**src/hdl/romload_pkg.sv**
```systemverilog
package romload_pkg;

    // Loader byte address, as seen on the ioctl bus
    typedef logic [24:0] ioctl_addr_t;

    // SDRAM is addressed in 16-bit words
    typedef logic [21:0] sdram_addr_t;
    typedef logic [15:0] sdram_word_t;

    typedef logic [7:0]  byte_t;

    // Colour PROMs, 2 kB in total
    typedef logic [10:0] prom_addr_t;

    // Region starts, in loader byte addresses
    localparam ioctl_addr_t SCR_START  = 25'h0_8000;
    localparam ioctl_addr_t OBJ_START  = 25'h1_0000;
    localparam ioctl_addr_t PCM_START  = 25'h1_8000;
    localparam ioctl_addr_t PROM_START = 25'h2_0000;

    typedef enum logic [2:0] {
        REG_MAIN,
        REG_SCR,
        REG_OBJ,
        REG_OTHER,
        REG_PROM
    } region_t;

    typedef enum logic [1:0] {
        ARB_IDLE,
        ARB_WAIT_ACK,
        ARB_WAIT_DATA
    } arb_state_t;

    // Regions are checked from the top down, so each test
    // only needs the lower bound
    function automatic region_t get_region(ioctl_addr_t a);
        region_t r;
        if (a >= PROM_START) begin
            r = REG_PROM;
        end else if (a >= PCM_START) begin
            r = REG_OTHER;
        end else if (a >= OBJ_START) begin
            r = REG_OBJ;
        end else if (a >= SCR_START) begin
            r = REG_SCR;
        end else begin
            r = REG_MAIN;
        end
        return r;
    endfunction

endpackage
```
**src/hdl/rom_slot_if.sv**
```systemverilog
interface rom_slot_if import romload_pkg::*; ();

    // Read request from the slot, held until ack
    logic        req;
    sdram_addr_t addr;

    // Pulses from the arbiter
    logic        ack;
    logic        rdy;
    sdram_word_t data;

    modport slot (
        output req,
        output addr,
        input  ack,
        input  rdy,
        input  data
    );

    modport arb (
        input  req,
        input  addr,
        output ack,
        output rdy,
        output data
    );

endinterface

```
**src/hdl/rom_subsys_top.sv**
```systemverilog
module rom_subsys_top
    import romload_pkg::*;
#(
    parameter sdram_addr_t SCR_OFFSET  = sdram_addr_t'(SCR_START >> 1),
    parameter sdram_addr_t OBJ_OFFSET  = sdram_addr_t'(OBJ_START >> 1),
    parameter sdram_addr_t MAIN_OFFSET = '0,
    parameter int          SCR_AW      = 13,
    parameter int          OBJ_AW      = 13,
    parameter int          MAIN_AW     = 14
) (
    input  logic               clk,
    input  logic               reset,
    input  logic               downloading,
    // Loader
    input  ioctl_addr_t        ioctl_addr,
    input  byte_t              ioctl_dout,
    input  logic               ioctl_wr,
    output logic               ioctl_ready,
    output sdram_addr_t        prog_addr,
    output byte_t              prog_data,
    output logic [1:0]         prog_mask,
    output logic               prog_we,
    input  logic               prog_ack,
    output prom_addr_t         prom_addr,
    output byte_t              prom_data,
    output logic               prom_we,
    output logic               variant,
    // SDRAM read port
    output logic               sdram_req,
    output sdram_addr_t        sdram_addr,
    input  logic               sdram_ack,
    input  logic               data_rdy,
    input  sdram_word_t        data_read,
    // Scroll graphics
    input  logic               scr_cs,
    input  logic [SCR_AW-1:0]  scr_addr,
    output logic [31:0]        scr_data,
    output logic               scr_ok,
    // Object graphics
    input  logic               obj_cs,
    input  logic [OBJ_AW-1:0]  obj_addr,
    output logic [31:0]        obj_data,
    output logic               obj_ok,
    // Main CPU
    input  logic               main_cs,
    input  logic [MAIN_AW-1:0] main_addr,
    output byte_t              main_data,
    output logic               main_ok
);

    rom_slot_if scr_if ();
    rom_slot_if obj_if ();
    rom_slot_if main_if ();

    sdram_word_t main_word;

    // Main CPU code sits in the low byte of each word
    assign main_data = main_word[7:0];

    dwnld_formatter u_dwnld (
        .clk         (clk),
        .reset       (reset),
        .downloading (downloading),
        .ioctl_addr  (ioctl_addr),
        .ioctl_dout  (ioctl_dout),
        .ioctl_wr    (ioctl_wr),
        .ioctl_ready (ioctl_ready),
        .prog_addr   (prog_addr),
        .prog_data   (prog_data),
        .prog_mask   (prog_mask),
        .prog_we     (prog_we),
        .prog_ack    (prog_ack),
        .prom_addr   (prom_addr),
        .prom_data   (prom_data),
        .prom_we     (prom_we),
        .variant     (variant)
    );

    rom_slot #(.AW(SCR_AW), .DW(32), .OFFSET(SCR_OFFSET)) u_scr (
        .clk (clk), .reset (reset), .cs (scr_cs), .addr (scr_addr),
        .data (scr_data), .ok (scr_ok), .mem (scr_if.slot)
    );

    rom_slot #(.AW(OBJ_AW), .DW(32), .OFFSET(OBJ_OFFSET)) u_obj (
        .clk (clk), .reset (reset), .cs (obj_cs), .addr (obj_addr),
        .data (obj_data), .ok (obj_ok), .mem (obj_if.slot)
    );

    rom_slot #(.AW(MAIN_AW), .DW(16), .OFFSET(MAIN_OFFSET)) u_main (
        .clk (clk), .reset (reset), .cs (main_cs), .addr (main_addr),
        .data (main_word), .ok (main_ok), .mem (main_if.slot)
    );

    rom_arbiter u_arb (
        .clk         (clk),
        .reset       (reset),
        .downloading (downloading),
        .s0          (scr_if.arb),
        .s1          (obj_if.arb),
        .s2          (main_if.arb),
        .sdram_req   (sdram_req),
        .sdram_addr  (sdram_addr),
        .sdram_ack   (sdram_ack),
        .data_rdy    (data_rdy),
        .data_read   (data_read)
    );

endmodule

```
**src/hdl/rom_arbiter.sv**
```systemverilog
module rom_arbiter
    import romload_pkg::*;
(
    input  logic        clk,
    input  logic        reset,
    input  logic        downloading,
    rom_slot_if.arb     s0,
    rom_slot_if.arb     s1,
    rom_slot_if.arb     s2,
    // SDRAM read port
    output logic        sdram_req,
    output sdram_addr_t sdram_addr,
    input  logic        sdram_ack,
    input  logic        data_rdy,
    input  sdram_word_t data_read
);

    arb_state_t  state;
    logic [1:0]  owner;
    logic [1:0]  grant;
    logic        any_req;
    sdram_addr_t grant_addr;
    logic        ack_pulse;
    logic        rdy_pulse;

    assign any_req = s0.req || s1.req || s2.req;

    // Fixed priority, slot 0 first
    always_comb begin
        if (s0.req) begin
            grant      = 2'd0;
            grant_addr = s0.addr;
        end else if (s1.req) begin
            grant      = 2'd1;
            grant_addr = s1.addr;
        end else begin
            grant      = 2'd2;
            grant_addr = s2.addr;
        end
    end

    assign ack_pulse = (state == ARB_WAIT_ACK) && sdram_ack;
    assign rdy_pulse = (state == ARB_WAIT_DATA) && data_rdy;

    // Only the owner sees the handshake pulses
    assign s0.ack = ack_pulse && (owner == 2'd0);
    assign s1.ack = ack_pulse && (owner == 2'd1);
    assign s2.ack = ack_pulse && (owner == 2'd2);
    assign s0.rdy = rdy_pulse && (owner == 2'd0);
    assign s1.rdy = rdy_pulse && (owner == 2'd1);
    assign s2.rdy = rdy_pulse && (owner == 2'd2);

    assign s0.data = data_read;
    assign s1.data = data_read;
    assign s2.data = data_read;

    always_ff @(posedge clk) begin
        if (reset) begin
            state     <= ARB_IDLE;
            sdram_req <= 1'b0;
            owner     <= 2'd0;
        end else begin
            case (state)
                ARB_IDLE: begin
                    if (any_req && !downloading) begin
                        owner     <= grant;
                        sdram_req <= 1'b1;
                        state     <= ARB_WAIT_ACK;
                    end
                end
                ARB_WAIT_ACK: begin
                    // Stalls here for as long as the memory is busy
                    if (sdram_ack) begin
                        sdram_req <= 1'b0;
                        state     <= ARB_WAIT_DATA;
                    end
                end
                ARB_WAIT_DATA: begin
                    if (data_rdy) begin
                        state <= ARB_IDLE;
                    end
                end
                default: begin
                    state <= ARB_IDLE;
                end
            endcase
        end
    end

    always_ff @(posedge clk) begin
        if (state == ARB_IDLE && any_req && !downloading) begin
            sdram_addr <= grant_addr;
        end
    end

    no_data_when_idle: assert property (
        @(posedge clk) disable iff (reset)
        data_rdy |-> state != ARB_IDLE
    ) else $error("data_rdy with no read outstanding");

endmodule

```
**src/hdl/rom_slot.sv**
```systemverilog
module rom_slot
    import romload_pkg::*;
#(
    parameter int          AW     = 13,
    parameter int          DW     = 32,
    parameter sdram_addr_t OFFSET = '0
) (
    input  logic          clk,
    input  logic          reset,
    input  logic          cs,
    input  logic [AW-1:0] addr,
    output logic [DW-1:0] data,
    output logic          ok,
    rom_slot_if.slot      mem
);

    localparam int BEATS = DW / 16;

    logic [AW-1:0] addr_q;
    logic [DW-1:0] data_q;
    logic          valid;
    logic          fetching;
    logic          req_q;
    logic          beat;
    logic          hit;
    logic          last_beat;
    sdram_addr_t   word_idx;

    assign hit       = valid && (addr == addr_q);
    assign ok        = cs && hit;
    assign data      = data_q;
    assign last_beat = (beat == 1'(BEATS - 1));

    // Wide slots read two consecutive words per entry
    assign word_idx = (DW == 32) ? sdram_addr_t'({addr_q, beat}) : sdram_addr_t'(addr_q);
    assign mem.addr = OFFSET + word_idx;
    assign mem.req  = req_q;

    always_ff @(posedge clk) begin
        if (reset) begin
            valid    <= 1'b0;
            fetching <= 1'b0;
            req_q    <= 1'b0;
            beat     <= 1'b0;
        end else if (!fetching) begin
            if (cs && !hit) begin
                fetching <= 1'b1;
                req_q    <= 1'b1;
                beat     <= 1'b0;
                valid    <= 1'b0;
            end
        end else begin
            if (mem.ack) begin
                req_q <= 1'b0;
            end
            if (mem.rdy) begin
                if (cs && addr != addr_q) begin
                    // Address moved on, drop this fetch and miss again
                    fetching <= 1'b0;
                end else if (last_beat) begin
                    fetching <= 1'b0;
                    valid    <= 1'b1;
                end else begin
                    beat  <= beat + 1'b1;
                    req_q <= 1'b1;
                end
            end
        end
    end

    always_ff @(posedge clk) begin
        if (!fetching && cs && !hit) begin
            addr_q <= addr;
        end
        if (fetching && mem.rdy) begin
            // First word fills the low half
            data_q[beat*16 +: 16] <= mem.data;
        end
    end

    rdy_only_when_pending: assert property (
        @(posedge clk) disable iff (reset)
        mem.rdy |-> fetching && !req_q
    ) else $error("rdy without a pending fetch");

endmodule

```
**src/hdl/dwnld_formatter.sv**
```systemverilog
module dwnld_formatter
    import romload_pkg::*;
(
    input  logic        clk,
    input  logic        reset,
    input  logic        downloading,
    // Loader byte stream
    input  ioctl_addr_t ioctl_addr,
    input  byte_t       ioctl_dout,
    input  logic        ioctl_wr,
    output logic        ioctl_ready,
    // SDRAM write port
    output sdram_addr_t prog_addr,
    output byte_t       prog_data,
    output logic [1:0]  prog_mask,
    output logic        prog_we,
    input  logic        prog_ack,
    // Colour PROM write
    output prom_addr_t  prom_addr,
    output byte_t       prom_data,
    output logic        prom_we,
    output logic        variant
);

    // The second PROM byte tells the board variants apart
    localparam ioctl_addr_t VARIANT_ADDR = PROM_START + ioctl_addr_t'(1);

    region_t     region;
    sdram_addr_t word_addr;
    sdram_addr_t mapped_addr;
    ioctl_addr_t prom_offset;
    logic        accept;

    assign accept      = ioctl_wr && ioctl_ready && downloading;
    assign region      = get_region(ioctl_addr);
    assign word_addr   = ioctl_addr[22:1];
    assign prom_offset = ioctl_addr - PROM_START;

    // Graphics ROMs are stored with their low address bits rotated
    always_comb begin
        mapped_addr = word_addr;
        case (region)
            REG_SCR: begin
                mapped_addr[3:0] = {word_addr[2:0], ~word_addr[3]};
            end
            REG_OBJ: begin
                mapped_addr[4:0] = {word_addr[2:0], ~word_addr[4], ~word_addr[3]};
            end
            default: begin
                mapped_addr = word_addr;
            end
        endcase
    end

    always_ff @(posedge clk) begin
        if (reset) begin
            ioctl_ready <= 1'b1;
            prog_we     <= 1'b0;
            prom_we     <= 1'b0;
            variant     <= 1'b0;
        end else begin
            prom_we <= 1'b0;
            if (prog_we && prog_ack) begin
                prog_we     <= 1'b0;
                ioctl_ready <= 1'b1;
            end
            if (accept) begin
                if (region == REG_PROM) begin
                    // PROM bytes never stall the loader
                    prom_we <= 1'b1;
                end else begin
                    prog_we     <= 1'b1;
                    ioctl_ready <= 1'b0;
                end
                if (ioctl_addr == VARIANT_ADDR) begin
                    variant <= &ioctl_dout;
                end
            end
        end
    end

    always_ff @(posedge clk) begin
        if (accept) begin
            if (region == REG_PROM) begin
                prom_addr <= prom_offset[10:0];
                prom_data <= ioctl_dout;
            end else begin
                prog_addr <= mapped_addr;
                prog_data <= ioctl_dout;
                // Even bytes land in the upper lane, mask is active low
                prog_mask <= {ioctl_addr[0], ~ioctl_addr[0]};
            end
        end
    end

    // Write must not move while the memory has not taken it
    prog_addr_stable: assert property (
        @(posedge clk) disable iff (reset)
        prog_we && !prog_ack |=> prog_we && $stable(prog_addr)
    ) else $error("prog_addr changed before prog_ack");

endmodule

```
**config.mk**
```make
export PLATFORM = sky130hd
export DESIGN_NAME = rom_subsys_top
export DESIGN_NICKNAME = d
export VERILOG_FILES = /design/src/hdl/romload_pkg.sv /design/src/hdl/rom_slot_if.sv /design/src/hdl/rom_subsys_top.sv /design/src/hdl/rom_arbiter.sv /design/src/hdl/rom_slot.sv /design/src/hdl/dwnld_formatter.sv
export SDC_FILE = /design/constraint.sdc
export NUM_CORES = 1
export LEC_CHECK = 0
export BUFFER_PORTS_ARGS = -buffer_cell sky130_fd_sc_hd__clkbuf_2
export CAP_MARGIN = 40
export CELL_PAD_IN_SITES_DETAIL_PLACEMENT = 1
export CELL_PAD_IN_SITES_GLOBAL_PLACEMENT = 1
export CORE_MARGIN = 5
export CORE_UTILIZATION = 43
export DETAILED_ROUTE_END_ITERATION = 8
export MAX_ROUTING_LAYER = met4
export PLACE_DENSITY_LB_ADDON = 0.2
export REMOVE_ABC_BUFFERS = 1
export SLEW_MARGIN = 20
export SYNTH_ARGS = -nofsm -noshare
export SYNTH_HDL_FRONTEND = slang
export SYNTH_HIERARCHICAL = 1
export SYNTH_SLANG_ARGS = --single-unit
```
**constraint.sdc**
```tcl
create_clock -name clk -period 7.7 [get_ports clk]
set_input_delay 0.77 -clock clk [delete_from_list [all_inputs] [get_ports clk]]
set_output_delay 0.77 -clock clk [all_outputs]
set_load 0.01 [all_outputs]
```
Word-level counts from Yosys, hierarchy flattened
Index checks and enable logic that the tools add are counted.
W data, S select, Z words.
{ "totals": {"register_bits": 214, "in_bits": 99, "out_inout_bits": 153, "word_cells": 232} }
{ "op_classes": {"add_sub_neg": 9, "n_lt_le_gt_ge": 4, "n_eq_ne": 26, "n_shift": 6, "muxes": 87, "n_bitwise": 5, "n_reduce_logical": 64} }
{ "op_table": {"columns": ["operator", "n"], "rows": [
  ["$neg A5 Y34", 3],
  ["$mux W1", 71],
  ["$shift A16 B34 Y32 const A", 2],
  ["$shiftx A16 B34 Y32", 2],
  ["$bwmux W32", 2],
  ["$ge A25 B17 Y1 const B", 2],
  ["$logic_and A1 B1 Y1", 35],
  ["$shift A16 B34 Y16 const A", 1],
  ["$shiftx A16 B34 Y16", 1],
  ["$eq A13 B13 Y1", 2],
  ["$ne A13 B13 Y1", 2],
  ["$eq A25 B18 Y1 const B", 1],
  ["$ge A25 B16 Y1 const B", 1],
  ["$ge A25 B18 Y1 const B", 1],
  ["$mux W22", 1],
  ["$add A16 B14 Y17 const A", 1],
  ["$mux W17", 1],
  ["$add A15 B14 Y16 const A", 1],
  ["$bwmux W16", 1],
  ["$ne A2 B2 Y1 const B", 8],
  ["$reduce_and A3 Y1", 5],
  ["$eq A14 B14 Y1", 1],
  ["$ne A14 B14 Y1", 1],
  ["$reduce_and A4 Y1", 3],
  ["other kinds (21)", 52]
]} }

Logic depth before layout (Yosys ltp)
{ "logic_depth": {"word_depth": 8, "depth_mapped": 6, "ltp_nobuf": 6} }

Modules after synthesis
The synthesis kept the hierarchy.
{ "modules_own_cells": {"columns": ["module", "n_inst", "cells_per_inst", "area_per_inst_um2", "seq_area_each_um2"], "rows": [
  ["rom_slot at u_obj", 1, 136, 2031.9, 1431.4],
  ["rom_slot at u_scr", 1, 136, 2013.2, 1431.4],
  ["dwnld_formatter", 1, 109, 1960.6, 1611.5],
  ["rom_arbiter", 1, 173, 1736.7, 760.7],
  ["rom_slot at u_main", 1, 76, 1268.7, 960.9]
]} }

Worst setup path before layout
OpenSTA, ideal clock, no wires.
{ "synth_path": {"path_kind": "input to register", "startpoint": "input port ioctl_addr[22]", "endpoint": "register u_dwnld.prog_addr[0] (enable)", "setup_ps": 423, "t_arrival_ps": 2710, "t_required_ps": 7277, "path_slack_ps": 4567, "cell_stages": 3, "n_path_buf": 0, "cell_sequence": "nor4_2 > nand2_1 > nor2_1"} }
{ "synth_between": {"elab_chain_cells": 8, "elab_cells_between_ends": 11, "cone_classes": "4 x order compare; 1 x eq/ne; 4 x mux; 1 x bitwise; 1 x reduce/logical"} }
{ "synth_rtl": {"columns": ["element", "line_no", "rtl"], "rows": [
  ["start: declaration", "rom_subsys_top.sv:15", "input ioctl_addr_t ioctl_addr,"],
  ["$ge A25 B16 Y1", "romload_pkg.sv:45", "end else if (a >= SCR_START) begin"],
  ["$mux W1", "romload_pkg.sv:45", null],
  ["$mux W3", "romload_pkg.sv:43", "end else if (a >= OBJ_START) begin"],
  ["$mux W3", "romload_pkg.sv:41", "end else if (a >= PCM_START) begin"],
  ["$mux W3 (*)", "romload_pkg.sv:39", "if (a >= PROM_START) begin"],
  ["$eq A3 B3 Y1 (*)", "dwnld_formatter.sv:84", "if (region == REG_PROM) begin"],
  ["$not A1 Y1 (no source line) (*)", null, null],
  ["$reduce_and A2 Y1 (no source line) (*)", null, null],
  ["end signal: assignment", "dwnld_formatter.sv:88", "prog_addr <= mapped_addr;"],
  ["end: declaration", "dwnld_formatter.sv:13", "output sdram_addr_t prog_addr,"]
]} }
Mark *: on every way between the ends. The rest lies on a longest branch, timed or not.
A chain may end at the register's enable or synchronous reset.

Worst setup path in the final report
{ "layout_path": {"startpoint": "register u_scr.addr_q[0]", "endpoint": "output port scr_ok"} }
{ "layout_between": {"elab_chain_cells": 3} }
{ "layout_rtl": {"columns": ["element", "line_no", "rtl"], "rows": [
  ["start: declaration", "rom_slot.sv:19", "logic [AW-1:0] addr_q;"],
  ["start signal: assignment", "rom_slot.sv:73", "addr_q <= addr;"],
  ["$eq A13 B13 Y1", "rom_slot.sv:29", "assign hit = valid && (addr == addr_q);"],
  ["$logic_and A1 B1 Y1", "rom_slot.sv:29", null],
  ["$logic_and A1 B1 Y1", "rom_slot.sv:30", "assign ok = cs && hit;"],
  ["end: declaration", "rom_subsys_top.sv:38", "output logic scr_ok,"]
]} }
No other way between the ends.

==> flow_summary.yaml <==
layout:
  fin_nets: 938
  multiInputGateArea_sq_um: 2240
  diodes: 0
  seq_area_sq_um: 5960
  area_delta_synth_final_pct: 21.8
  drive_gt1_share_pct: 37.5
  nFillCells: 2110
power_and_ir_drop:
  peakVddDrop_v: 0.000158
  swShare_pct: 22.6
  power_mw: 2.43
  power_frac_seq_pct: 52.5
  switchingPower_mw: 0.550
  powerDensity_nw_per_um2: 229
  p_int_mw: 1.88
  power_frac_comb_pct: 7.8
  power_frac_clock_pct: 39.7
  p_leak_nw: 4.24
setup_path:
  path_class: "reg2out"
  crit_fanout: 7
  worstReg2RegEnd: "u_obj/data[20]"
  reg2reg_setup_slack_ns: 5.46
  required_ns: 6.93
  r2r_start: "u_arb/state[1]"
  crit_arrival_ns: 2.26
  startpoint_type: "flip-flop"
  rr_worst_depth: 4
  end_kind: "output port"
sta:
  fin_crit_sh_pct: 39.4
  skew_ns: 0.00961
  setup_tns_ns: 0
  slew_headroom_pct: 46.5
  fmax_mhz: 330
  rsz0062_at_grt: "false"
  setup-violations-final: 0
  hold_violations: 0
  worstMarginPinSlew_ns: 0.801
  setup_slack_ns: 4.67
  final.min_clock_period_ns: 3.03
  slew_viol_final: 0
worst_hold_path:
  holdPathStages: 1
  worstHoldStart: "ioctl_addr[11]"
  min_to: "u_dwnld/prog_addr[10]"
  hold_class: "in2reg"
place:
  dp_hpwl_um: 16700
  place_ws_ns: 4.73
  io_buffers: 251
  globalplace.congestion: 0.824
grt:
  grt_max_degree: 50
  antenna_found_initial: 0
  grt_use_total_pct: 19.3
  grt-ovfl-total: 0
  grt_first_pass_wirelength_um: 34900
  grt_pass1_vias: 6108
run_status:
  status: "completed"
routing:
  drtIter0Drc: 235
  wire_per_inst_um: 19.9
  wl_um: 22300
  drc_errors: 0
  vias: 5506
  viasPerCell: 4.90
  ant_nets: 0
  dr.pass1.iters: 4
floorplan:
  dieHeight_um: 152
  die_w_um: 152
  start_util_pct: 43.3
  ios: 252
  rows: 52
  die_area_sq_um: 23200
  core_area_sq_um: 20100
clock_network:
  ctsHoldBuffers: 0
  cts.sinks: 205
  cts_setup_buffers: 0
  cts_resized: 0
  cts_tree: "yes"
  numCtsBuffers: 23
  clockBufferDepth: 3
  cts-root-buf: "clkbuf_16"
  clk_pin_slew_ns: 0.06
  htreeDepth: 1
  clock_latency_ns: 0.50
yosys:
  syn_area_per_cell_sq_um: 14.2
  syn_area_sq_um: 8710
  synth_cells: 614
  yosysWarnings: 6
flow_run:
  cap_violations: 0
==> layout by cell type, fill, tap and decap left out, types with 5 or more instances in the layout <==
master,count
nor2_1,12
dfxtp_1,18
nor4_1,6
nor3_1,5
clkbuf_1,6
mux2i_1,24
clkinv_1,5
xnor2_1,35
inv_1,9
and2_1,36
nand2_1,39
a21oi_1,9
nor2b_1,35
nand2b_1,6
conb_1,24
o21ai_0,24
clkbuf_16,23
clkbuf_2,251
nand4_1,9
buf_4,6
edfxtp_1,185
a31oi_1,5
nand3_1,11
==> metrics by stage <==
step	std cells	area (sq um)	util, %	hold WS [ns]
floorplan	552	8220	-	0.443
global placement	1078	9860	49.1	0.447
detailed placement	1082	9930	49.4	0.471
CTS	1122	10600	52.7	0.449
global route	1124	10600	52.8	0.450
finish	1124	10600	52.8	0.473
==> registers in the layout, summed over array words and instances, names as in the netlist, 2 cells and up <==
register           count
u_arb/sdram_addr      22
u_dwnld/prog_addr     22
u_obj/addr_q          13
u_main/addr_q         14
u_dwnld/prom_data      8
u_scr/data            32
u_arb/owner            2
u_dwnld/prog_mask      2
u_arb/state            2
u_scr/addr_q          13
u_main/data            8
u_obj/data            32
u_dwnld/prom_addr     11
u_dwnld/prog_data      8
==> power groups by stage <==
stage | combinational [mW] | clock, mW | sequential, mW
detailed placement | 0.191 | 0 | 1.30
global placement | 0.178 | 0 | 1.30
floorplan | 0.0786 | 0 | 1.31
CTS | 0.192 | 0.999 | 1.28
finish | 0.191 | 0.965 | 1.28
global route | 0.210 | 1.05 | 1.28
==> cell type report <==
type	instances	area share (%)
clock buffers	29	5.63
clock inverters	11	0.566
inverters	10	0.354
multi-input cells	337	21.1
flip-flops and latches	205	56.1
well taps	270	3.18
repair buffers	262	13.0
==> worst max path at each step <==
stage | slack, ns | to | cells past startpoint | start
final | 4.67 | scr_ok | 5 | u_scr/addr_q[0]
after global routing | 4.46 | scr_ok | 5 | u_scr/addr_q[5]
after CTS | 4.62 | scr_ok | 5 | u_scr/addr_q[0]
after detailed placement | 4.73 | scr_ok | 6 | scr_addr[0]
after global placement | 4.85 | scr_ok | 6 | scr_addr[3]
after floorplan | 4.57 | u_dwnld/prog_addr[0] | 3 | ioctl_addr[22]
==> per-layer routing <==
layer,global-route usage (%),vias up,routed length (um)
met3,4.80,30,1470
met4,5.22,0,473
met5,-,-,0
met1,22.5,2710,8980
li1,-,2583,-
met2,33.6,183,11400
==> critical path, cell delays in order (launching register included) <==
cell,delay [ns]
edfxtp_1,0.41
xnor2_1,0.20
nand4_1,0.18
nor4_4,0.57
and3_2,0.26
clkbuf_2,0.15
No activity file was read; power rests on OpenSTA's default activity.
